## src/source/serial_macros.svh

```systemverilog
// --------------------------------------
// serial echo timing and width constants
// clock, baud, character and ring size
// --------------------------------------

`ifndef SERIAL_MACROS_SVH
`define SERIAL_MACROS_SVH

// board clock
`define MAIN_CLK_HZ 27000000

// line rate, 8N1
`define SERIAL_CLK_HZ 115200

// main clocks per serial bit, truncated to 234
`define CLKS_PER_BIT (`MAIN_CLK_HZ / `SERIAL_CLK_HZ)

// data bits per character
`define CHAR_BITS 8

// ring buffer slot index width, 16 entries
`define BUF_ADDR_BITS 4

`endif

```

## src/source/serial_pkg.sv

```systemverilog
// --------------------------------------
// serial echo shared types
// widths, memory request, fsm states
// --------------------------------------

`include "serial_macros.svh"

package serial_pkg;

	// one character on the line
	typedef logic [`CHAR_BITS-1:0] char_t;

	// slot index into the ring
	typedef logic [`BUF_ADDR_BITS-1:0] buf_addr_t;

	// pointer with extra wrap bit for full/empty
	typedef logic [`BUF_ADDR_BITS:0] buf_ptr_t;

	// request from a client to the character memory
	typedef struct packed {
		logic wr;
		buf_addr_t addr;
		char_t data;
	} ram_req_t;

	// receiver fsm
	typedef enum logic [1:0] {rx_st_idle, rx_st_start, rx_st_data, rx_st_stop} rx_state_e;

	// transmitter fsm
	typedef enum logic [1:0] {tx_st_idle, tx_st_start, tx_st_data, tx_st_stop} tx_state_e;

endpackage

```

## src/source/serial_rx.sv

```systemverilog
// --------------------------------------
// serial line receiver, 8N1
// samples once mid-bit from the start edge
// strobes each character with a good stop
// --------------------------------------

`include "serial_macros.svh"

module serial_rx import serial_pkg::*; (
	input logic clk27,
	input logic rst,
	input logic serial_rx,
	output logic rx_valid,
	output char_t rx_char
);

	localparam int CNT_BITS = $clog2(`CLKS_PER_BIT);
	localparam int IDX_BITS = $clog2(`CHAR_BITS);
	localparam logic [CNT_BITS-1:0] HALF_END = CNT_BITS'(`CLKS_PER_BIT / 2 - 1);
	localparam logic [CNT_BITS-1:0] BIT_END = CNT_BITS'(`CLKS_PER_BIT - 1);
	localparam logic [IDX_BITS-1:0] LAST_BIT = IDX_BITS'(`CHAR_BITS - 1);

	rx_state_e state;
	logic [CNT_BITS-1:0] cnt;
	logic [IDX_BITS-1:0] bit_idx;
	logic rx_meta, rx_sync, rx_prev;
	char_t shift;

	// --------------------------------------
	// line synchronizer
	// --------------------------------------

	// idle line is high, so reset to one
	always_ff @(posedge clk27, posedge rst) begin
		if (rst) begin
			rx_meta <= 1'b1;
			rx_sync <= 1'b1;
			rx_prev <= 1'b1;
		end else begin
			rx_meta <= serial_rx;
			rx_sync <= rx_meta;
			rx_prev <= rx_sync;
		end
	end

	// --------------------------------------
	// frame fsm
	// --------------------------------------

	always_ff @(posedge clk27, posedge rst) begin
		if (rst) begin
			state <= rx_st_idle;
			cnt <= '0;
			bit_idx <= '0;
			rx_valid <= 1'b0;
		end else begin
			rx_valid <= 1'b0;
			case (state)
				rx_st_idle: begin
					// falling edge only, a stuck-low line after a bad stop waits here
					if (rx_prev && !rx_sync) begin
						cnt <= '0;
						state <= rx_st_start;
					end
				end
				rx_st_start: begin
					if (cnt == HALF_END) begin
						cnt <= '0;
						bit_idx <= '0;
						// glitch, back to idle
						state <= rx_sync ? rx_st_idle : rx_st_data;
					end else begin
						cnt <= cnt + 1'b1;
					end
				end
				rx_st_data: begin
					if (cnt == BIT_END) begin
						cnt <= '0;
						if (bit_idx == LAST_BIT)
							state <= rx_st_stop;
						else
							bit_idx <= bit_idx + 1'b1;
					end else begin
						cnt <= cnt + 1'b1;
					end
				end
				rx_st_stop: begin
					if (cnt == BIT_END) begin
						cnt <= '0;
						// framing error drops the char
						rx_valid <= rx_sync;
						state <= rx_st_idle;
					end else begin
						cnt <= cnt + 1'b1;
					end
				end
				default: state <= rx_st_idle;
			endcase
		end
	end

	// data shift, lsb first arrives at the top and moves down
	always_ff @(posedge clk27) begin
		if (state == rx_st_data && cnt == BIT_END)
			shift <= {rx_sync, shift[`CHAR_BITS-1:1]};
	end

	assign rx_char = shift;

	// one strobe per frame
	assert property (@(posedge clk27) disable iff (rst) rx_valid |=> !rx_valid);

endmodule

```

## src/source/serial_tx.sv

```systemverilog
// --------------------------------------
// serial line transmitter, 8N1
// start, 8 data lsb first, stop
// --------------------------------------

`include "serial_macros.svh"

module serial_tx import serial_pkg::*; (
	input logic clk27,
	input logic rst,
	input logic tx_start,
	input char_t tx_char,
	output logic tx_busy,
	output logic serial_tx
);

	localparam int CNT_BITS = $clog2(`CLKS_PER_BIT);
	localparam int IDX_BITS = $clog2(`CHAR_BITS);
	localparam logic [CNT_BITS-1:0] BIT_END = CNT_BITS'(`CLKS_PER_BIT - 1);
	localparam logic [IDX_BITS-1:0] LAST_BIT = IDX_BITS'(`CHAR_BITS - 1);

	tx_state_e state;
	logic [CNT_BITS-1:0] cnt;
	logic [IDX_BITS-1:0] bit_idx;
	logic bit_end, load, shift_en;
	char_t shift;

	assign bit_end = (cnt == BIT_END);
	assign load = (state == tx_st_idle) && tx_start;
	// next data bit leaves at the end of start and of each data bit
	assign shift_en = bit_end && (state == tx_st_start || state == tx_st_data);

	always_ff @(posedge clk27, posedge rst) begin
		if (rst) begin
			state <= tx_st_idle;
			cnt <= '0;
			bit_idx <= '0;
			serial_tx <= 1'b1;
		end else begin
			// bit timer, free while idle
			cnt <= (bit_end || state == tx_st_idle) ? '0 : cnt + 1'b1;
			case (state)
				tx_st_idle: begin
					if (tx_start) begin
						serial_tx <= 1'b0;
						state <= tx_st_start;
					end
				end
				tx_st_start: begin
					if (bit_end) begin
						serial_tx <= shift[0];
						bit_idx <= '0;
						state <= tx_st_data;
					end
				end
				tx_st_data: begin
					if (bit_end) begin
						if (bit_idx == LAST_BIT) begin
							serial_tx <= 1'b1;
							state <= tx_st_stop;
						end else begin
							serial_tx <= shift[0];
							bit_idx <= bit_idx + 1'b1;
						end
					end
				end
				tx_st_stop: begin
					// busy drops as the stop bit ends
					if (bit_end)
						state <= tx_st_idle;
				end
				default: state <= tx_st_idle;
			endcase
		end
	end

	// character shift register
	always_ff @(posedge clk27) begin
		if (load)
			shift <= tx_char;
		else if (shift_en)
			shift <= shift >> 1;
	end

	assign tx_busy = (state != tx_st_idle);

	// fetch side must wait for the line
	assert property (@(posedge clk27) disable iff (rst) tx_start |-> !tx_busy);

endmodule

```

## src/source/rx_store.sv

```systemverilog
// --------------------------------------
// receive side memory client
// writes each char at the write pointer
// sticky overflow when the ring is full
// --------------------------------------

`include "serial_macros.svh"

module rx_store import serial_pkg::*; (
	input logic clk27,
	input logic rst,
	input logic rx_valid,
	input char_t rx_char,
	input buf_ptr_t rd_ptr,
	output buf_ptr_t wr_ptr,
	output logic req,
	input logic gnt,
	output ram_req_t req_data,
	output logic overflow
);

	localparam buf_ptr_t DEPTH = buf_ptr_t'(1 << `BUF_ADDR_BITS);

	buf_ptr_t fill;
	logic full;
	char_t char_q;

	// wrap bit makes the difference the fill level
	assign fill = wr_ptr - rd_ptr;
	assign full = (fill == DEPTH);

	always_ff @(posedge clk27, posedge rst) begin
		if (rst) begin
			wr_ptr <= '0;
			req <= 1'b0;
			overflow <= 1'b0;
		end else begin
			if (gnt) begin
				req <= 1'b0;
				wr_ptr <= wr_ptr + 1'b1;
			end else if (rx_valid && !full) begin
				req <= 1'b1;
			end
			// dropped char, held until reset
			if (rx_valid && full)
				overflow <= 1'b1;
		end
	end

	always_ff @(posedge clk27) begin
		if (rx_valid)
			char_q <= rx_char;
	end

	assign req_data = '{wr: 1'b1, addr: wr_ptr[`BUF_ADDR_BITS-1:0], data: char_q};

	// read side never passes write side, write side never laps
	assert property (@(posedge clk27) disable iff (rst) fill <= DEPTH);

endmodule

```

## src/source/tx_fetch.sv

```systemverilog
// --------------------------------------
// transmit side memory client
// reads the next char and starts the line
// --------------------------------------

`include "serial_macros.svh"

module tx_fetch import serial_pkg::*; (
	input logic clk27,
	input logic rst,
	input buf_ptr_t wr_ptr,
	output buf_ptr_t rd_ptr,
	input logic tx_pause,
	input logic tx_busy,
	output logic req,
	input logic gnt,
	output ram_req_t req_data,
	input char_t rd_data,
	output logic tx_start,
	output char_t tx_char
);

	logic empty;
	logic pending;

	assign empty = (wr_ptr == rd_ptr);

	always_ff @(posedge clk27, posedge rst) begin
		if (rst) begin
			rd_ptr <= '0;
			req <= 1'b0;
			pending <= 1'b0;
		end else begin
			// read data is on rd_data the cycle after gnt
			pending <= gnt;
			if (gnt)
				req <= 1'b0;
			else if (!req && !pending && !empty && !tx_busy && !tx_pause)
				req <= 1'b1;
			// slot consumed as the transmitter takes it
			if (pending)
				rd_ptr <= rd_ptr + 1'b1;
		end
	end

	// read request, data field unused
	assign req_data = '{wr: 1'b0, addr: rd_ptr[`BUF_ADDR_BITS-1:0], data: '0};

	// start strobe lines up with the registered read
	assign tx_start = pending;
	assign tx_char = rd_data;

endmodule

```

## src/source/char_ram_arbiter.sv

```systemverilog
// --------------------------------------
// round-robin arbiter, two clients
// steers the winner onto the char memory
// --------------------------------------

module char_ram_arbiter import serial_pkg::*; (
	input logic clk27,
	input logic rst,
	input logic rx_req,
	input ram_req_t rx_req_data,
	output logic rx_gnt,
	input logic tx_req,
	input ram_req_t tx_req_data,
	output logic tx_gnt,
	output ram_req_t ram_req,
	output logic ram_en
);

	// set when receive side had the last grant
	logic last_rx;
	logic pick_tx;

	// on a tie the side not served last wins
	assign pick_tx = tx_req && (!rx_req || last_rx);
	assign tx_gnt = pick_tx;
	assign rx_gnt = rx_req && !pick_tx;

	assign ram_en = rx_gnt || tx_gnt;
	assign ram_req = pick_tx ? tx_req_data : rx_req_data;

	always_ff @(posedge clk27, posedge rst) begin
		if (rst) begin
			last_rx <= 1'b0;
		end else if (rx_gnt) begin
			last_rx <= 1'b1;
		end else if (tx_gnt) begin
			last_rx <= 1'b0;
		end
	end

	// single-port memory, one access per cycle
	assert property (@(posedge clk27) disable iff (rst) !(rx_gnt && tx_gnt));

endmodule

```

## src/source/char_ram.sv

```systemverilog
// --------------------------------------
// 16 x 8 single-port char memory
// sync write, registered read
// --------------------------------------

`include "serial_macros.svh"

module char_ram import serial_pkg::*; (
	input logic clk27,
	input logic ram_en,
	input ram_req_t ram_req,
	output char_t rd_data
);

	localparam int DEPTH = 1 << `BUF_ADDR_BITS;

	char_t mem [DEPTH];

	// rd_data holds across writes and idle cycles
	always_ff @(posedge clk27) begin
		if (ram_en) begin
			if (ram_req.wr)
				mem[ram_req.addr] <= ram_req.data;
			else
				rd_data <= mem[ram_req.addr];
		end
	end

endmodule

```

## src/source/serial_echo.sv

```systemverilog
// --------------------------------------
// serial echo top level
// rx line into ring buffer, back out on tx
// pause input, sticky overflow output
// --------------------------------------

module serial_echo import serial_pkg::*; (
	input logic clk27,
	input logic rst,
	input logic serial_rx,
	input logic tx_pause,
	output logic serial_tx,
	output logic overflow
);

	// receiver to store
	logic rx_valid;
	char_t rx_char;

	// pointer exchange
	buf_ptr_t wr_ptr, rd_ptr;

	// memory clients
	logic rx_req, rx_gnt, tx_req, tx_gnt;
	ram_req_t rx_req_data, tx_req_data;

	// memory port
	ram_req_t ram_req;
	logic ram_en;
	char_t rd_data;

	// fetch to transmitter
	logic tx_start, tx_busy;
	char_t tx_char;

	// --------------------------------------
	// receive path
	// --------------------------------------

	serial_rx u_rx (.clk27(clk27), .rst(rst), .serial_rx(serial_rx),
		.rx_valid(rx_valid), .rx_char(rx_char));

	rx_store u_store (.clk27(clk27), .rst(rst), .rx_valid(rx_valid), .rx_char(rx_char),
		.rd_ptr(rd_ptr), .wr_ptr(wr_ptr), .req(rx_req), .gnt(rx_gnt),
		.req_data(rx_req_data), .overflow(overflow));

	// --------------------------------------
	// shared memory
	// --------------------------------------

	char_ram_arbiter u_arb (.clk27(clk27), .rst(rst),
		.rx_req(rx_req), .rx_req_data(rx_req_data), .rx_gnt(rx_gnt),
		.tx_req(tx_req), .tx_req_data(tx_req_data), .tx_gnt(tx_gnt),
		.ram_req(ram_req), .ram_en(ram_en));

	char_ram u_ram (.clk27(clk27), .ram_en(ram_en), .ram_req(ram_req), .rd_data(rd_data));

	// --------------------------------------
	// transmit path
	// --------------------------------------

	tx_fetch u_fetch (.clk27(clk27), .rst(rst), .wr_ptr(wr_ptr), .rd_ptr(rd_ptr),
		.tx_pause(tx_pause), .tx_busy(tx_busy), .req(tx_req), .gnt(tx_gnt),
		.req_data(tx_req_data), .rd_data(rd_data), .tx_start(tx_start), .tx_char(tx_char));

	serial_tx u_tx (.clk27(clk27), .rst(rst), .tx_start(tx_start), .tx_char(tx_char),
		.tx_busy(tx_busy), .serial_tx(serial_tx));

endmodule

```

## config.mk

```make
export PLATFORM = sky130hd
export DESIGN_NAME = serial_echo
export DESIGN_NICKNAME = d
export VERILOG_FILES = /design/src/source/serial_pkg.sv /design/src/source/serial_rx.sv /design/src/source/serial_tx.sv /design/src/source/rx_store.sv /design/src/source/tx_fetch.sv /design/src/source/char_ram_arbiter.sv /design/src/source/char_ram.sv /design/src/source/serial_echo.sv
export VERILOG_INCLUDE_DIRS = /design/src /design/src/source
export SDC_FILE = /design/constraint.sdc
export NUM_CORES = 1
export LEC_CHECK = 0
export ABC_CLOCK_PERIOD_IN_PS = 3900
export BUFFER_PORTS_ARGS = -buffer_cell sky130_fd_sc_hd__buf_4
export CAP_MARGIN = 25
export CORE_MARGIN = 2
export CORE_UTILIZATION = 31
export CTS_CLUSTER_DIAMETER = 100
export CTS_CLUSTER_SIZE = 28
export DETAILED_ROUTE_END_ITERATION = 8
export SYNTH_ARGS = -nofsm -noshare
export SYNTH_HDL_FRONTEND = slang
export SYNTH_SLANG_ARGS = --single-unit
```

## constraint.sdc

```tcl
create_clock -name clk27 -period 3.9 [get_ports clk27]
set_input_delay 0.39 -clock clk27 [delete_from_list [all_inputs] [get_ports clk27]]
set_output_delay 0.39 -clock clk27 [all_outputs]
set_load 0.02 [all_outputs]
```

==> summary.txt, run 1 <==
Clock network
  • Clk_lat worst skew: between 0.4 and 0.5 ns
  • Root Driver: clkbuf_16
  • TritonCTS clock tree: done
  • Clock slew at reported path FFs: ~0.1 ns
  • H-tree depth: 1
  • Bufs on Longest Clock Path: 3
  • Clock Sink Count: between 200 and 250
  • PostCTS Resize Cnt: 0
  • Number of buffers created by CTS: 11

Yosys
  • Main synth FF type: edfxtp_1
  • Unique masters post-synth: 76
  • Yosys warnings: 0
  • Syn nets: 653
  • Area leader, netlist: edfxtp_1
  • Synthesized area per cell: 15.7 um2
  • Async set or reset register ratio after synthesis: approximately 22%
  • Share of the synthesized area in the top cell type: 48.4%
  • EDFF count, synth: 160
  • #FFs+latches synth: 206
  • Post-Syn Instances: 630
  • Register area share after synthesis: 60.1%
  • Synth top area cells: edfxtp_1 (48%), dfrtp_1 (11%), mux4_2 (10%), ha_1 (2.4%), mux4_1 (2.4%)
  • Mapped cell area: between 9000 and 10000 um2

STA
  • RSZ-0062 raised after global routing: no
  • Sum of negative setup slack: 0 ns
  • Tcrit/Tclk final: 73.0%
  • Fin. max-slew vios: 0
  • Slew HR: 30.4%
  • Tightest Pin Transition: between 1 and 1.5 ns
  • Fin. Hold Viols: 0
  • Min Hold Slack: between 0.15 and 0.2 ns
  • Clk_skew: roughly 0.012 ns
  • Max Fclk: 351 MHz
  • Final worst path period need: 2.85 ns
  • Setup violators final: 0

Die
  • Rows: 65
  • Die Span X: 183 um
  • Die H: approximately 180 um
  • CORE AREA: 31600 um2
  • Initial Util: a little under a third
  • IO Pins: 6
  • Die area: approximately 33000 um2

Layout
  • Area Overhead vs Synth: 7.38%
  • # nets final: 647
  • Antenna cells: 0
  • Filler cell count: ~3000
  • Commonest cells after routing, fill and taps aside: edfxtp_1 (160), mux4_2 (46), dfrtp_1 (40)
  • Layout cells sized above 1: around a fifth
  • Commonest non-fill, non-tap cell in the layout: edfxtp_1

Critical path
  • Crit Path Max Fanout: 20
  • Critical Path RT: 4.02 ns
  • Crit path kind: reg2reg
  • CP Capture Type: flop
  • CP startpoint kind: flop
  • Crit path DAT: between 2 and 3 ns
  • Reg2Reg Setup Slack: between 1 and 1.5 ns

Power
  • Leakage: 3.60 nW
  • PwrDens: 364 nW/um2
  • Switching share of power: between 20% and 30%
  • Peak supply drop: roughly 0.00022 V
  • Net Switching: between 0.8 and 0.9 mW
  • Combinational power share: around 3.4%
  • Clock power share: approximately a third
  • Flop pwr share: 61.7%
  • Pint: around 3 mW

GRT
  • Global route overflow: 0
  • Initial antenna violation count: 0
  • First-pass GRT wire length: roughly 35000 um
  • Number of global-route vias before repair: 5470
  • Overall Global Routing Usage: a little over an eighth
  • Largest net degree at the start of global routing: 30

Routing
  • Vias: 5568
  • DRC: 0
  • WL/cell: 21.7 um
  • Vias/cell: roughly 5.4
  • Total wire length: around 22000 um
  • Initial DRC count: roughly 670
  • DRT antenna net count: 0
  • First drt pass iteration count: 5

Placement
  • Global placer's final weighted congestion: 0.859
  • HPWL Detailed: between 15000 and 20000 um
  • # port buffers: 5

Job
  • Max-cap violations: 0

Run status
  • Status: complete, no violations

Hold path
  • Hold Path Class: in2reg
-- through the flow --
stage	area (um2)	instances	utilization [%]	total power [mW]	setup WS, ns
4_1_cts	10600	1028	33.7	3.92	1.09
3_3_place_gp	10300	1010	32.5	2.57	1.10
5_1_grt	10700	1029	33.8	4.03	0.881
6_report	10700	1029	33.8	3.88	1.05
2_1_floorplan	9920	630	-	2.55	1.88
3_5_place_dp	10300	1011	32.6	2.58	1.09
-- flip-flops by register name (all words and copies together) (netlist names), 2 cells and up, named ones only --
signal and cells:
u_tx.shift 8, u_tx.cnt 8, u_tx.bit_idx 3, u_rx.cnt 8, u_store.wr_ptr 5, u_rx.bit_idx 3
u_ram.rd_data 8, u_tx.state 2, u_rx.rx_char 8, u_fetch.rd_ptr 5, u_ram.mem 128, u_store.char_q 8
-- routing by layer --
layer / global-route usage (%) / share of wire (%) / up-vias
met5: 0 / 0 / -
met4: 2.62 / 1.6 / 0
met3: 1.89 / 5.8 / 22
met2: 22.1 / 47 / 174
met1: 19.6 / 45 / 2882
li1: - / - / 2490
-- Yosys cell counts, types with 6 or more instances --
cell type    n
nor3_1      12
nor2b_1     10
nand3_1     14
inv_1       19
and2_1      13
nor2_1      36
o22ai_1      8
buf_2       10
nor4_1       8
and3_1       6
o21ai_0     20
edfxtp_1   160
mux2_2      17
nor4b_2      8
mux4_1       9
xnor2_1      9
mux2i_1     13
buf_6        9
dfrtp_1     42
a221oi_1     7
nand2_1     22
ha_1        19
buf_4        7
o221ai_1     7
a21o_1       6
xor2_1       7
o21bai_1     7
mux4_2      46
-- cell type report --
cell class	instances	area, um2	share of cell area [%]
clock buffers	13	283	2.65
multi-input cells	372	3640	34.2
clock inverters	3	71.3	0.670
flip-flops and latches	206	5960	56.0
well taps	402	503	4.72
inverters	20	75.1	0.705
repair buffers	13	115	1.08
-- logic make-up after synthesis --
group                    after synthesis  synth area share (%)
flip-flops                           206                  60.1
AND/OR/NAND/NOR                      157                  9.37
AO/OA/AOI/OAI                         92                  7.04
multiplexers                          88                  16.5
buffers and inverters                 52                  3.20
adder cells (fa/ha/maj)               19                  2.40
XOR/XNOR                              16                  1.41
-- critical path: stages, from the launching register on --
cell and delay (ns):
dfrtp_1 0.42, nor2b_2 0.86, o21ai_2 0.24, and2_0 0.38, nor2_1 0.59
-- what timing repair did --
action,CTS,global route
endpoints found under the setup margin,0,0
endpoints found under the hold margin,20,1
hold buffers,1,1
buffers inserted,0,0
-- power groups by stage --
stage / sequential, mW / combinational [mW] / clock [mW]
2_1_floorplan: 2.43 / 0.121 / 0
3_3_place_gp: 2.44 / 0.128 / 0
3_5_place_dp: 2.44 / 0.134 / 0
4_1_cts: 2.39 / 0.136 / 1.39
5_1_grt: 2.40 / 0.157 / 1.47
6_report: 2.39 / 0.134 / 1.35
-- worst paths after layout --
check,from,to,depth (start not counted)
setup / recovery,u_store.req,u_ram.mem[2][4],4
hold / removal,tx_pause,u_fetch.req,3
setup reg to reg,u_store.req,u_ram.mem[2][4],4
hold reg to reg,u_rx.rx_meta,u_rx.rx_sync,0
max in group asynchronous,rst,u_rx.rx_prev,4
min in group asynchronous,rst,u_fetch.rd_ptr[2],3
Power figures use the tool's default switching activity.
==> inputs of run 2 (changes only) <==
--- a/config.mk
+++ b/config.mk
@@ -6,7 +6,8 @@
 export SDC_FILE = /design/constraint.sdc
 export NUM_CORES = 1
 export LEC_CHECK = 0
-export ABC_CLOCK_PERIOD_IN_PS = 3900
+export ABC_AREA = 1
+export ABC_CLOCK_PERIOD_IN_PS = 2900
 export BUFFER_PORTS_ARGS = -buffer_cell sky130_fd_sc_hd__buf_4
 export CAP_MARGIN = 25
 export CORE_MARGIN = 2
==> constraint.sdc (replaced) <==
create_clock -name clk27 -period 2.9 [get_ports clk27]
set_input_delay 0.29 -clock clk27 [delete_from_list [all_inputs] [get_ports clk27]]
set_output_delay 0.29 -clock clk27 [all_outputs]
set_load 0.02 [all_outputs]
==> summary.txt, run 2 <==
Die
  • IO Pins: 6 (unchanged)
  • Rows: 63 (-3.1%)
  • CORE AREA: 29500 um2 (-6.6%)
  • Die Span X: 176 um (-3.5%)
  • Initial Util: 31.3% (-0.18 points)
  • Die area: 31100 um2 (-7.0%)
  • Die H: 176 um (-3.5%)

Critical path
  • Crit path largest cell delay: 0.51 ns (-0.35 ns)
  • Critical Path RT: 3.01 ns (-1.01 ns)
  • Crit Path Max Fanout: 18 (-10%)
  • Worst r2r dst: u_ram.mem[15][4]
  • Reg2Reg Setup Slack: 0.68 ns (-0.38 ns)
  • Crit path kind: reg2reg
  • CP Capture Type: flop
  • Crit path DAT: 2.34 ns (-0.62 ns)
  • CP Cell Sequence: inv_1, nand2_2, nand2_4, inv_2, nor2_4, nand4_1, nor2_1
  • R2R Path Start: u_arb.last_rx
  • Worst r2r path cells: 7 (+3)
  • CP max stage cell: nor2_1
  • CP startpoint kind: flop

STA
  • Sum of negative setup slack: 0 ns (unchanged)
  • Tcrit/Tclk final: 76.6% (+3.7 points)
  • Slew HR: 52.1% (+22 points)
  • Final worst path period need: 2.22 ns (-0.623 ns)
  • Max Fclk: 450 MHz (+28%)
  • RSZ-0062 raised after global routing: no
  • Tightest Pin Transition: 0.711 ns (-0.329 ns)
  • Fin. Hold Viols: 0 (unchanged)
  • Fin. max-slew vios: 0 (unchanged)
  • Clk_skew: 0.0254 ns (+0.0131 ns)
  • Setup violators final: 0 (unchanged)

Power
  • PwrDens: 508 nW/um2 (+39%)
  • Peak supply drop: 0.000289 V (+34%)
  • Leakage: 4.20 nW (+17%)

Yosys
  • #FFs+latches synth: 206 (unchanged)
  • Syn nets: 922 (+41%)
  • Post-Syn Instances: 899 (+43%)
  • Share of the synthesized area in the top cell type: 52.1% (+3.7 points)
  • Async set or reset register ratio after synthesis: 22.3% (unchanged)
  • Count leader, synth: nand2_1
  • Top cells by count, synth: nand2_1 (321), edfxtp_1 (160), nand3_1 (108), inv_1 (70), nor2_1 (53)
  • Yosys warnings: 0 (unchanged)
  • Synthesized area per cell: 10.2 um2 (-35%)
  • Unique masters post-synth: 35 (-54%)
  • Synth top area cells: edfxtp_1 (52%), nand2_1 (13%), dfrtp_1 (11%), nand3_1 (5.9%), inv_1 (2.9%)
  • Mapped cell area: 9210 um2 (-7.1%)
  • Register area share after synthesis: 64.7% (+4.6 points)
  • Main synth FF type: edfxtp_1
  • EDFF count, synth: 160 (unchanged)
  • Area leader, netlist: edfxtp_1

Clock network
  • H-tree depth: 1 (unchanged)
  • Clock slew at reported path FFs: 0.11 ns (about the same)
  • Number of buffers created by CTS: 11 (unchanged)
  • Post-CTS setup buffers: 0 (unchanged)
  • PostCTS Resize Cnt: 0 (unchanged)
  • Root Driver: clkbuf_16
  • Bufs on Longest Clock Path: 3 (unchanged)
  • Clock Sink Count: 206 (unchanged)
  • Clk_lat worst skew: 0.47 ns (about the same)
  • TritonCTS clock tree: done

GRT
  • First-pass GRT wire length: 31000 um (-10%)
  • Initial antenna violation count: 0 (unchanged)
  • Largest net degree at the start of global routing: 57 (+90%)
  • Global route overflow: 0 (unchanged)
  • Number of global-route vias before repair: 5730 (+4.8%)
  • Overall Global Routing Usage: 12.5% (-1.1 points)

Layout
  • # nets final: 945 (+46%)
  • Commonest non-fill, non-tap cell in the layout: nand2_1
  • Antenna cells: 0 (unchanged)
  • Layout cells sized above 1: 8.99% (-11 points)
  • Max reg flops: 128 (unchanged)
  • Filler cell count: 2994 (-1.4%)
  • Area Overhead vs Synth: 10.2%
  • Commonest cells after routing, fill and taps aside: nand2_1 (321), edfxtp_1 (160), nand3_1 (107)
  • Filler-free cell count of the finished design: 1313 (+28%)
  • Final instance area: 10200 um2 (-4.7%)
  • Top reg by flops: u_ram.mem

Routing
  • Initial DRC count: 479 (-29%)
  • First drt pass iteration count: 5 (unchanged)
  • DRT antenna net count: 0 (unchanged)
  • WL/cell: 14.5 um (-33%)
  • Vias/cell: 4.53 (-16%)
  • Total wire length: 19100 um (-14%)
  • Vias: 5947 (+6.8%)
  • DRC: 0 (unchanged)

Placement
  • HPWL Detailed: 12300 um (-20%)
  • # port buffers: 5 (unchanged)
  • Global placer's final weighted congestion: 0.853 (-0.76%)
  • Placed instance area: 9800 um2 (-4.6%)
  • Cell total after placement: 1295 (+28%)

Hold path
  • Hold path depth: 3 (unchanged)
  • WHS Endpoint: u_fetch.req
  • Hold Path Class: in2reg
  • Hold Crit Start: tx_pause

Job
  • Max-cap violations: 0 (unchanged)

Run status
  • Status: complete, no violations
[run 2: cell types whose count changed in the layout (fill, tap and decap cells not counted), sizes merged, moves of 13 or more]
| cell | change |
|---|---|
| buf | +24 |
| inv | +59 |
| nand2 | +302 |
| nand3 | +93 |
| mux2 | -13 |
| nor2 | +22 |
| mux2i | -13 |
| and2 | -14 |
| mux4 | -55 |
[run 2: routing by layer]
metal,global-route usage (%),vias up,routed length [um]
li1,-,3003,-
met1,17.1,2828,8840
met2,21.1,95,9170
met3,1.49,21,764
met4,2.96,0,326
met5,0,-,0
[run 2: final cells by class]
| class | count | area, um2 | share of cell area [%] |
|---|---|---|---|
| tap | 390 | 488 | 4.81 |
| timing repair buffer | 38 | 303 | 2.98 |
| sequential | 206 | 5960 | 58.7 |
| inverter | 79 | 297 | 2.92 |
| multi-input combinational | 586 | 2800 | 27.6 |
| clock buffer | 13 | 283 | 2.79 |
| clock inverter | 1 | 20.0 | 0.197 |
[run 2: critical path: cells and delay by family, from the launching register on]
| family | cells | cell delay [ns] |
|---|---|---|
| and+or+nand+nor | 5 | 1.20 |
| DFF | 1 | 0.37 |
| buffers and inverters | 2 | 0.28 |
[run 2: kinds of logic after synthesis]
kind of cell	count (synthesis)	share of synthesized area, %
xor+xnor	14	1.33
mux	7	0.856
compound gates	36	2.34
fa+ha+maj	19	2.58
flops	206	64.7
simple gates	510	23.2
buf+inv	107	4.97
[run 2: how the worst max path moves through the flow]
stage,from,slack [ns],endpoint
after floorplan,u_store.req,0.95,u_ram.mem[10][0]
after global placement,u_arb.last_rx,0.73,u_ram.mem[3][3]
after detailed placement,u_arb.last_rx,0.68,u_ram.mem[3][3]
after CTS,u_arb.last_rx,0.66,u_ram.mem[3][5]
after global routing,u_arb.last_rx,0.46,u_ram.mem[15][4]
final,u_arb.last_rx,0.68,u_ram.mem[15][4]
[run 2: through the flow]
step | power, mW | setup WS (ns) | utilization (%) | hold WS, ns
2_1_floorplan | 3.52 | 0.947 | - | 0.294
3_3_place_gp | 3.58 | 0.729 | 33.2 | 0.347
3_5_place_dp | 3.59 | 0.678 | 33.2 | 0.349
4_1_cts | 5.21 | 0.658 | 34.3 | 0.0946
5_1_grt | 5.37 | 0.460 | 34.4 | 0.140
6_report | 5.16 | 0.678 | 34.4 | 0.152
[run 2: where the power goes]
part           internal, mW  switching (mW)  leakage (nW)  total, mW
sequential             3.19          0.0419          2.03       3.23
combinational        0.0970           0.199          2.02      0.296
clock                 0.717           0.911         0.148       1.63
total                  4.00            1.15          4.20       5.16
[run 2: timing repair]
item | CTS | global route
endpoints found under the setup margin | 0 | 0
hold buffers | 1 | 1
endpoints found under the hold margin | 1 | 12
==> inputs of run 3 (changes only) <==
--- a/config.mk
+++ b/config.mk
@@ -7,7 +7,7 @@
 export NUM_CORES = 1
 export LEC_CHECK = 0
 export ABC_AREA = 1
-export ABC_CLOCK_PERIOD_IN_PS = 2900
+export ABC_CLOCK_PERIOD_IN_PS = 2200
 export BUFFER_PORTS_ARGS = -buffer_cell sky130_fd_sc_hd__buf_4
 export CAP_MARGIN = 25
 export CORE_MARGIN = 2
==> constraint.sdc (replaced) <==
create_clock -name clk27 -period 2.2 [get_ports clk27]
set_input_delay 0.22 -clock clk27 [delete_from_list [all_inputs] [get_ports clk27]]
set_output_delay 0.22 -clock clk27 [all_outputs]
set_load 0.02 [all_outputs]
==> summary.txt, run 3 (synthesized netlist as in run 2, its figures left out) <==
Run status
  • Status: complete, no violations

Power
  • Combinational power share: 6.0% (+0.3 points)
  • Switching share of power: 22.2% (-0.11 points)
  • Clock power share: 31.4% (-0.2 points)
  • Flop pwr share: 62.6% (about the same)
  • Net Switching: 1.51 mW (+31%)
  • Leakage: 4.28 nW (+1.9%)
  • Peak supply drop: 0.000387 V (+34%)
  • Pint: 5.29 mW (+32%)
  • Power, Total: 6.80 mW (+32%)
  • PwrDens: 663 nW/um2 (+30%)

STA
  • Tcrit/Tclk final: 90.0% (+13 points)
  • Clk_skew: 0.0257 ns (+0.000275 ns)
  • Setup violators final: 0 (unchanged)
  • RSZ-0062 raised after global routing: no
  • Fin. max-slew vios: 0 (unchanged)
  • Fin. Hold Viols: 0 (unchanged)
  • Tightest Pin Transition: 0.662 ns (-0.0486 ns)
  • Sum of negative setup slack: 0 ns (unchanged)
  • Min Hold Slack: 0.0419 ns (-0.110 ns)
  • Max Fclk: 505 MHz (+12%)
  • Slew HR: 55.4% (+3.3 points)
  • Final worst path period need: 1.98 ns (-0.243 ns)

Die
  • Rows: 63 (unchanged)
  • CORE AREA: 29500 um2 (unchanged)
  • Die H: 176 um (unchanged)
  • Initial Util: 31.3% (unchanged)
  • Die area: 31100 um2 (unchanged)
  • IO Pins: 6 (unchanged)
  • Die Span X: 176 um (unchanged)

Clock network
  • TritonCTS clock tree: done
  • H-tree depth: 1 (unchanged)
  • Clock Sink Count: 206 (unchanged)
  • Root Driver: clkbuf_16
  • Clk_lat worst skew: 0.47 ns (about the same)
  • Bufs on Longest Clock Path: 3 (unchanged)
  • Number of buffers created by CTS: 11 (unchanged)
  • Clock slew at reported path FFs: 0.11 ns (about the same)
  • PostCTS Resize Cnt: 0 (unchanged)

Critical path
  • Crit path DAT: 2.21 ns (-0.13 ns)
  • CP max stage cell: dfrtp_1
  • CP Cell Sequence: inv_1, nand2_2, nand2_4, nand2_1, o21ai_4, inv_2, buf_4, nand2_1, nand2_1, nand2_1, nand2_1, inv_1, nand2_1
  • R2R Path Start: u_arb.last_rx
  • CP startpoint kind: flop
  • Crit Path Max Fanout: 24 (+6)
  • CP Capture Type: flop
  • Crit path largest cell delay: 0.37 ns (-0.14 ns)
  • Critical Path RT: 2.43 ns (-0.58 ns)
  • Reg2Reg Setup Slack: 0.22 ns (-0.46 ns)
  • Crit path kind: reg2reg
  • Crit path launch: u_arb.last_rx
  • Top cell by count, worst path: nand2_1

Routing
  • WL/cell: 14.2 um (-2.4%)
  • First drt pass iteration count: 4 (-1)
  • Initial DRC count: 505 (+5.4%)
  • DRT antenna net count: 0 (unchanged)
  • Vias: 5993 (+0.77%)
  • Vias/cell: 4.51 (-0.44%)
  • Total wire length: 18900 um (-1.2%)
  • DRC: 0 (unchanged)

GRT
  • GR Layer Usage met2: 21.4% (+0.25 points)
  • GRT busiest layer: met2
  • Overall Global Routing Usage: 12.6% (+0.14 points)
  • Global route overflow: 0 (unchanged)
  • Number of global-route vias before repair: 5858 (+2.2%)
  • Grt met3 use: 1.49% (unchanged)
  • First-pass GRT wire length: 31100 um (+0.29%)
  • Largest net degree at the start of global routing: 57 (unchanged)
  • Initial antenna violation count: 0 (unchanged)
  • M1 GR Usage: 17.4% (+0.25 points)

Placement
  • Placed instance area: 9940 um2 (+1.4%)
  • # port buffers: 5 (unchanged)
  • HPWL Detailed: 12600 um (+3.0%)
  • Global placer's final weighted congestion: 0.850 (-0.34%)

Layout
  • Layout cells sized above 1: 10.5% (+1.6 points)
  • Sequential Area: 5960 um2 (unchanged)
  • Area Overhead vs Synth: 11.4%
  • Final instance area: 10300 um2 (+1.2%)
  • Top reg by flops: u_ram.mem
  • Footprint of the multi-input gates: 2800 um2 (unchanged)
  • Antenna cells: 0 (unchanged)
  • Filler cell count: 3000 (+0.20%)
  • Commonest non-fill, non-tap cell in the layout: nand2_1
  • Max reg flops: 128 (unchanged)
  • # nets final: 961 (+1.7%)
  • Commonest cells after routing, fill and taps aside: nand2_1 (321), edfxtp_1 (160), nand3_1 (107)

Hold path
  • Hold Crit Start: tx_pause
  • Hold Path Class: in2reg

Job
  • Max-cap violations: 0 (unchanged)
run 3: cell types whose count changed in the layout (fill, tap and decap cells not counted), sizes merged:
cell	previous run	this run
buf	35	51
run 3: power by group through the flow:
| stage | clock network [mW] | logic [mW] | registers (mW) |
|---|---|---|---|
| 2_1_floorplan | 0 | 0.302 | 4.33 |
| 3_3_place_gp | 0 | 0.396 | 4.35 |
| 3_5_place_dp | 0 | 0.407 | 4.35 |
| 4_1_cts | 2.21 | 0.410 | 4.26 |
| 5_1_grt | 2.35 | 0.486 | 4.27 |
| 6_report | 2.14 | 0.405 | 4.26 |
run 3: cell type report:
type                            instances  area share, %
Multi-Input combinational cell        586           27.3
Clock buffer                           13           2.75
Tap cell                              390           4.75
Clock inverter                          1          0.195
Inverter                               79           2.89
Timing Repair Buffer                   54           4.09
Sequential cell                       206           58.0
run 3: worst max-delay path: cells and delay by family, from the launching register on:
kind / cells / cell delay, ns
AOI/OAI and AO/OA: 1 / 0.10
DFF: 1 / 0.37
buffers and inverters: 4 / 0.51
and+or+nand+nor: 8 / 0.73
run 3: path summary, 6_finish.rpt:
| kind | depth (start not counted) | endpoint |
|---|---|---|
| worst max-delay path | 13 | u_ram.rd_data[7] |
| worst min register to register | 0 | u_rx.rx_sync |
| worst max register to register | 13 | u_ram.rd_data[7] |
| min in group asynchronous | 3 | u_fetch.rd_ptr[2] |
| max in group asynchronous | 4 | u_rx.rx_meta |
| worst min-delay path | 3 | u_fetch.req |
run 3: through the flow:
stage	std cells	setup slack, ns	util [%]
after global placement	1312	0.184	33.7
after detailed placement	1312	0.105	33.7
after global routing	1329	0.0480	34.8
after CTS	1328	0.0829	34.8
after floorplan	899	0.247	-
final	1329	0.221	34.8
run 3: per-layer routing:
layer | vias up | wire length [um]
li1 | 3046 | -
met1 | 2833 | 8700
met2 | 93 | 9130
met3 | 21 | 743
met4 | 0 | 293
met5 | - | 0
run 3: what timing repair did:
action	in CTS	in global routing
setup buffers	0	0
endpoints found under the setup margin	0	0
hold buffers	2	0
hold endpoints to repair	13	0
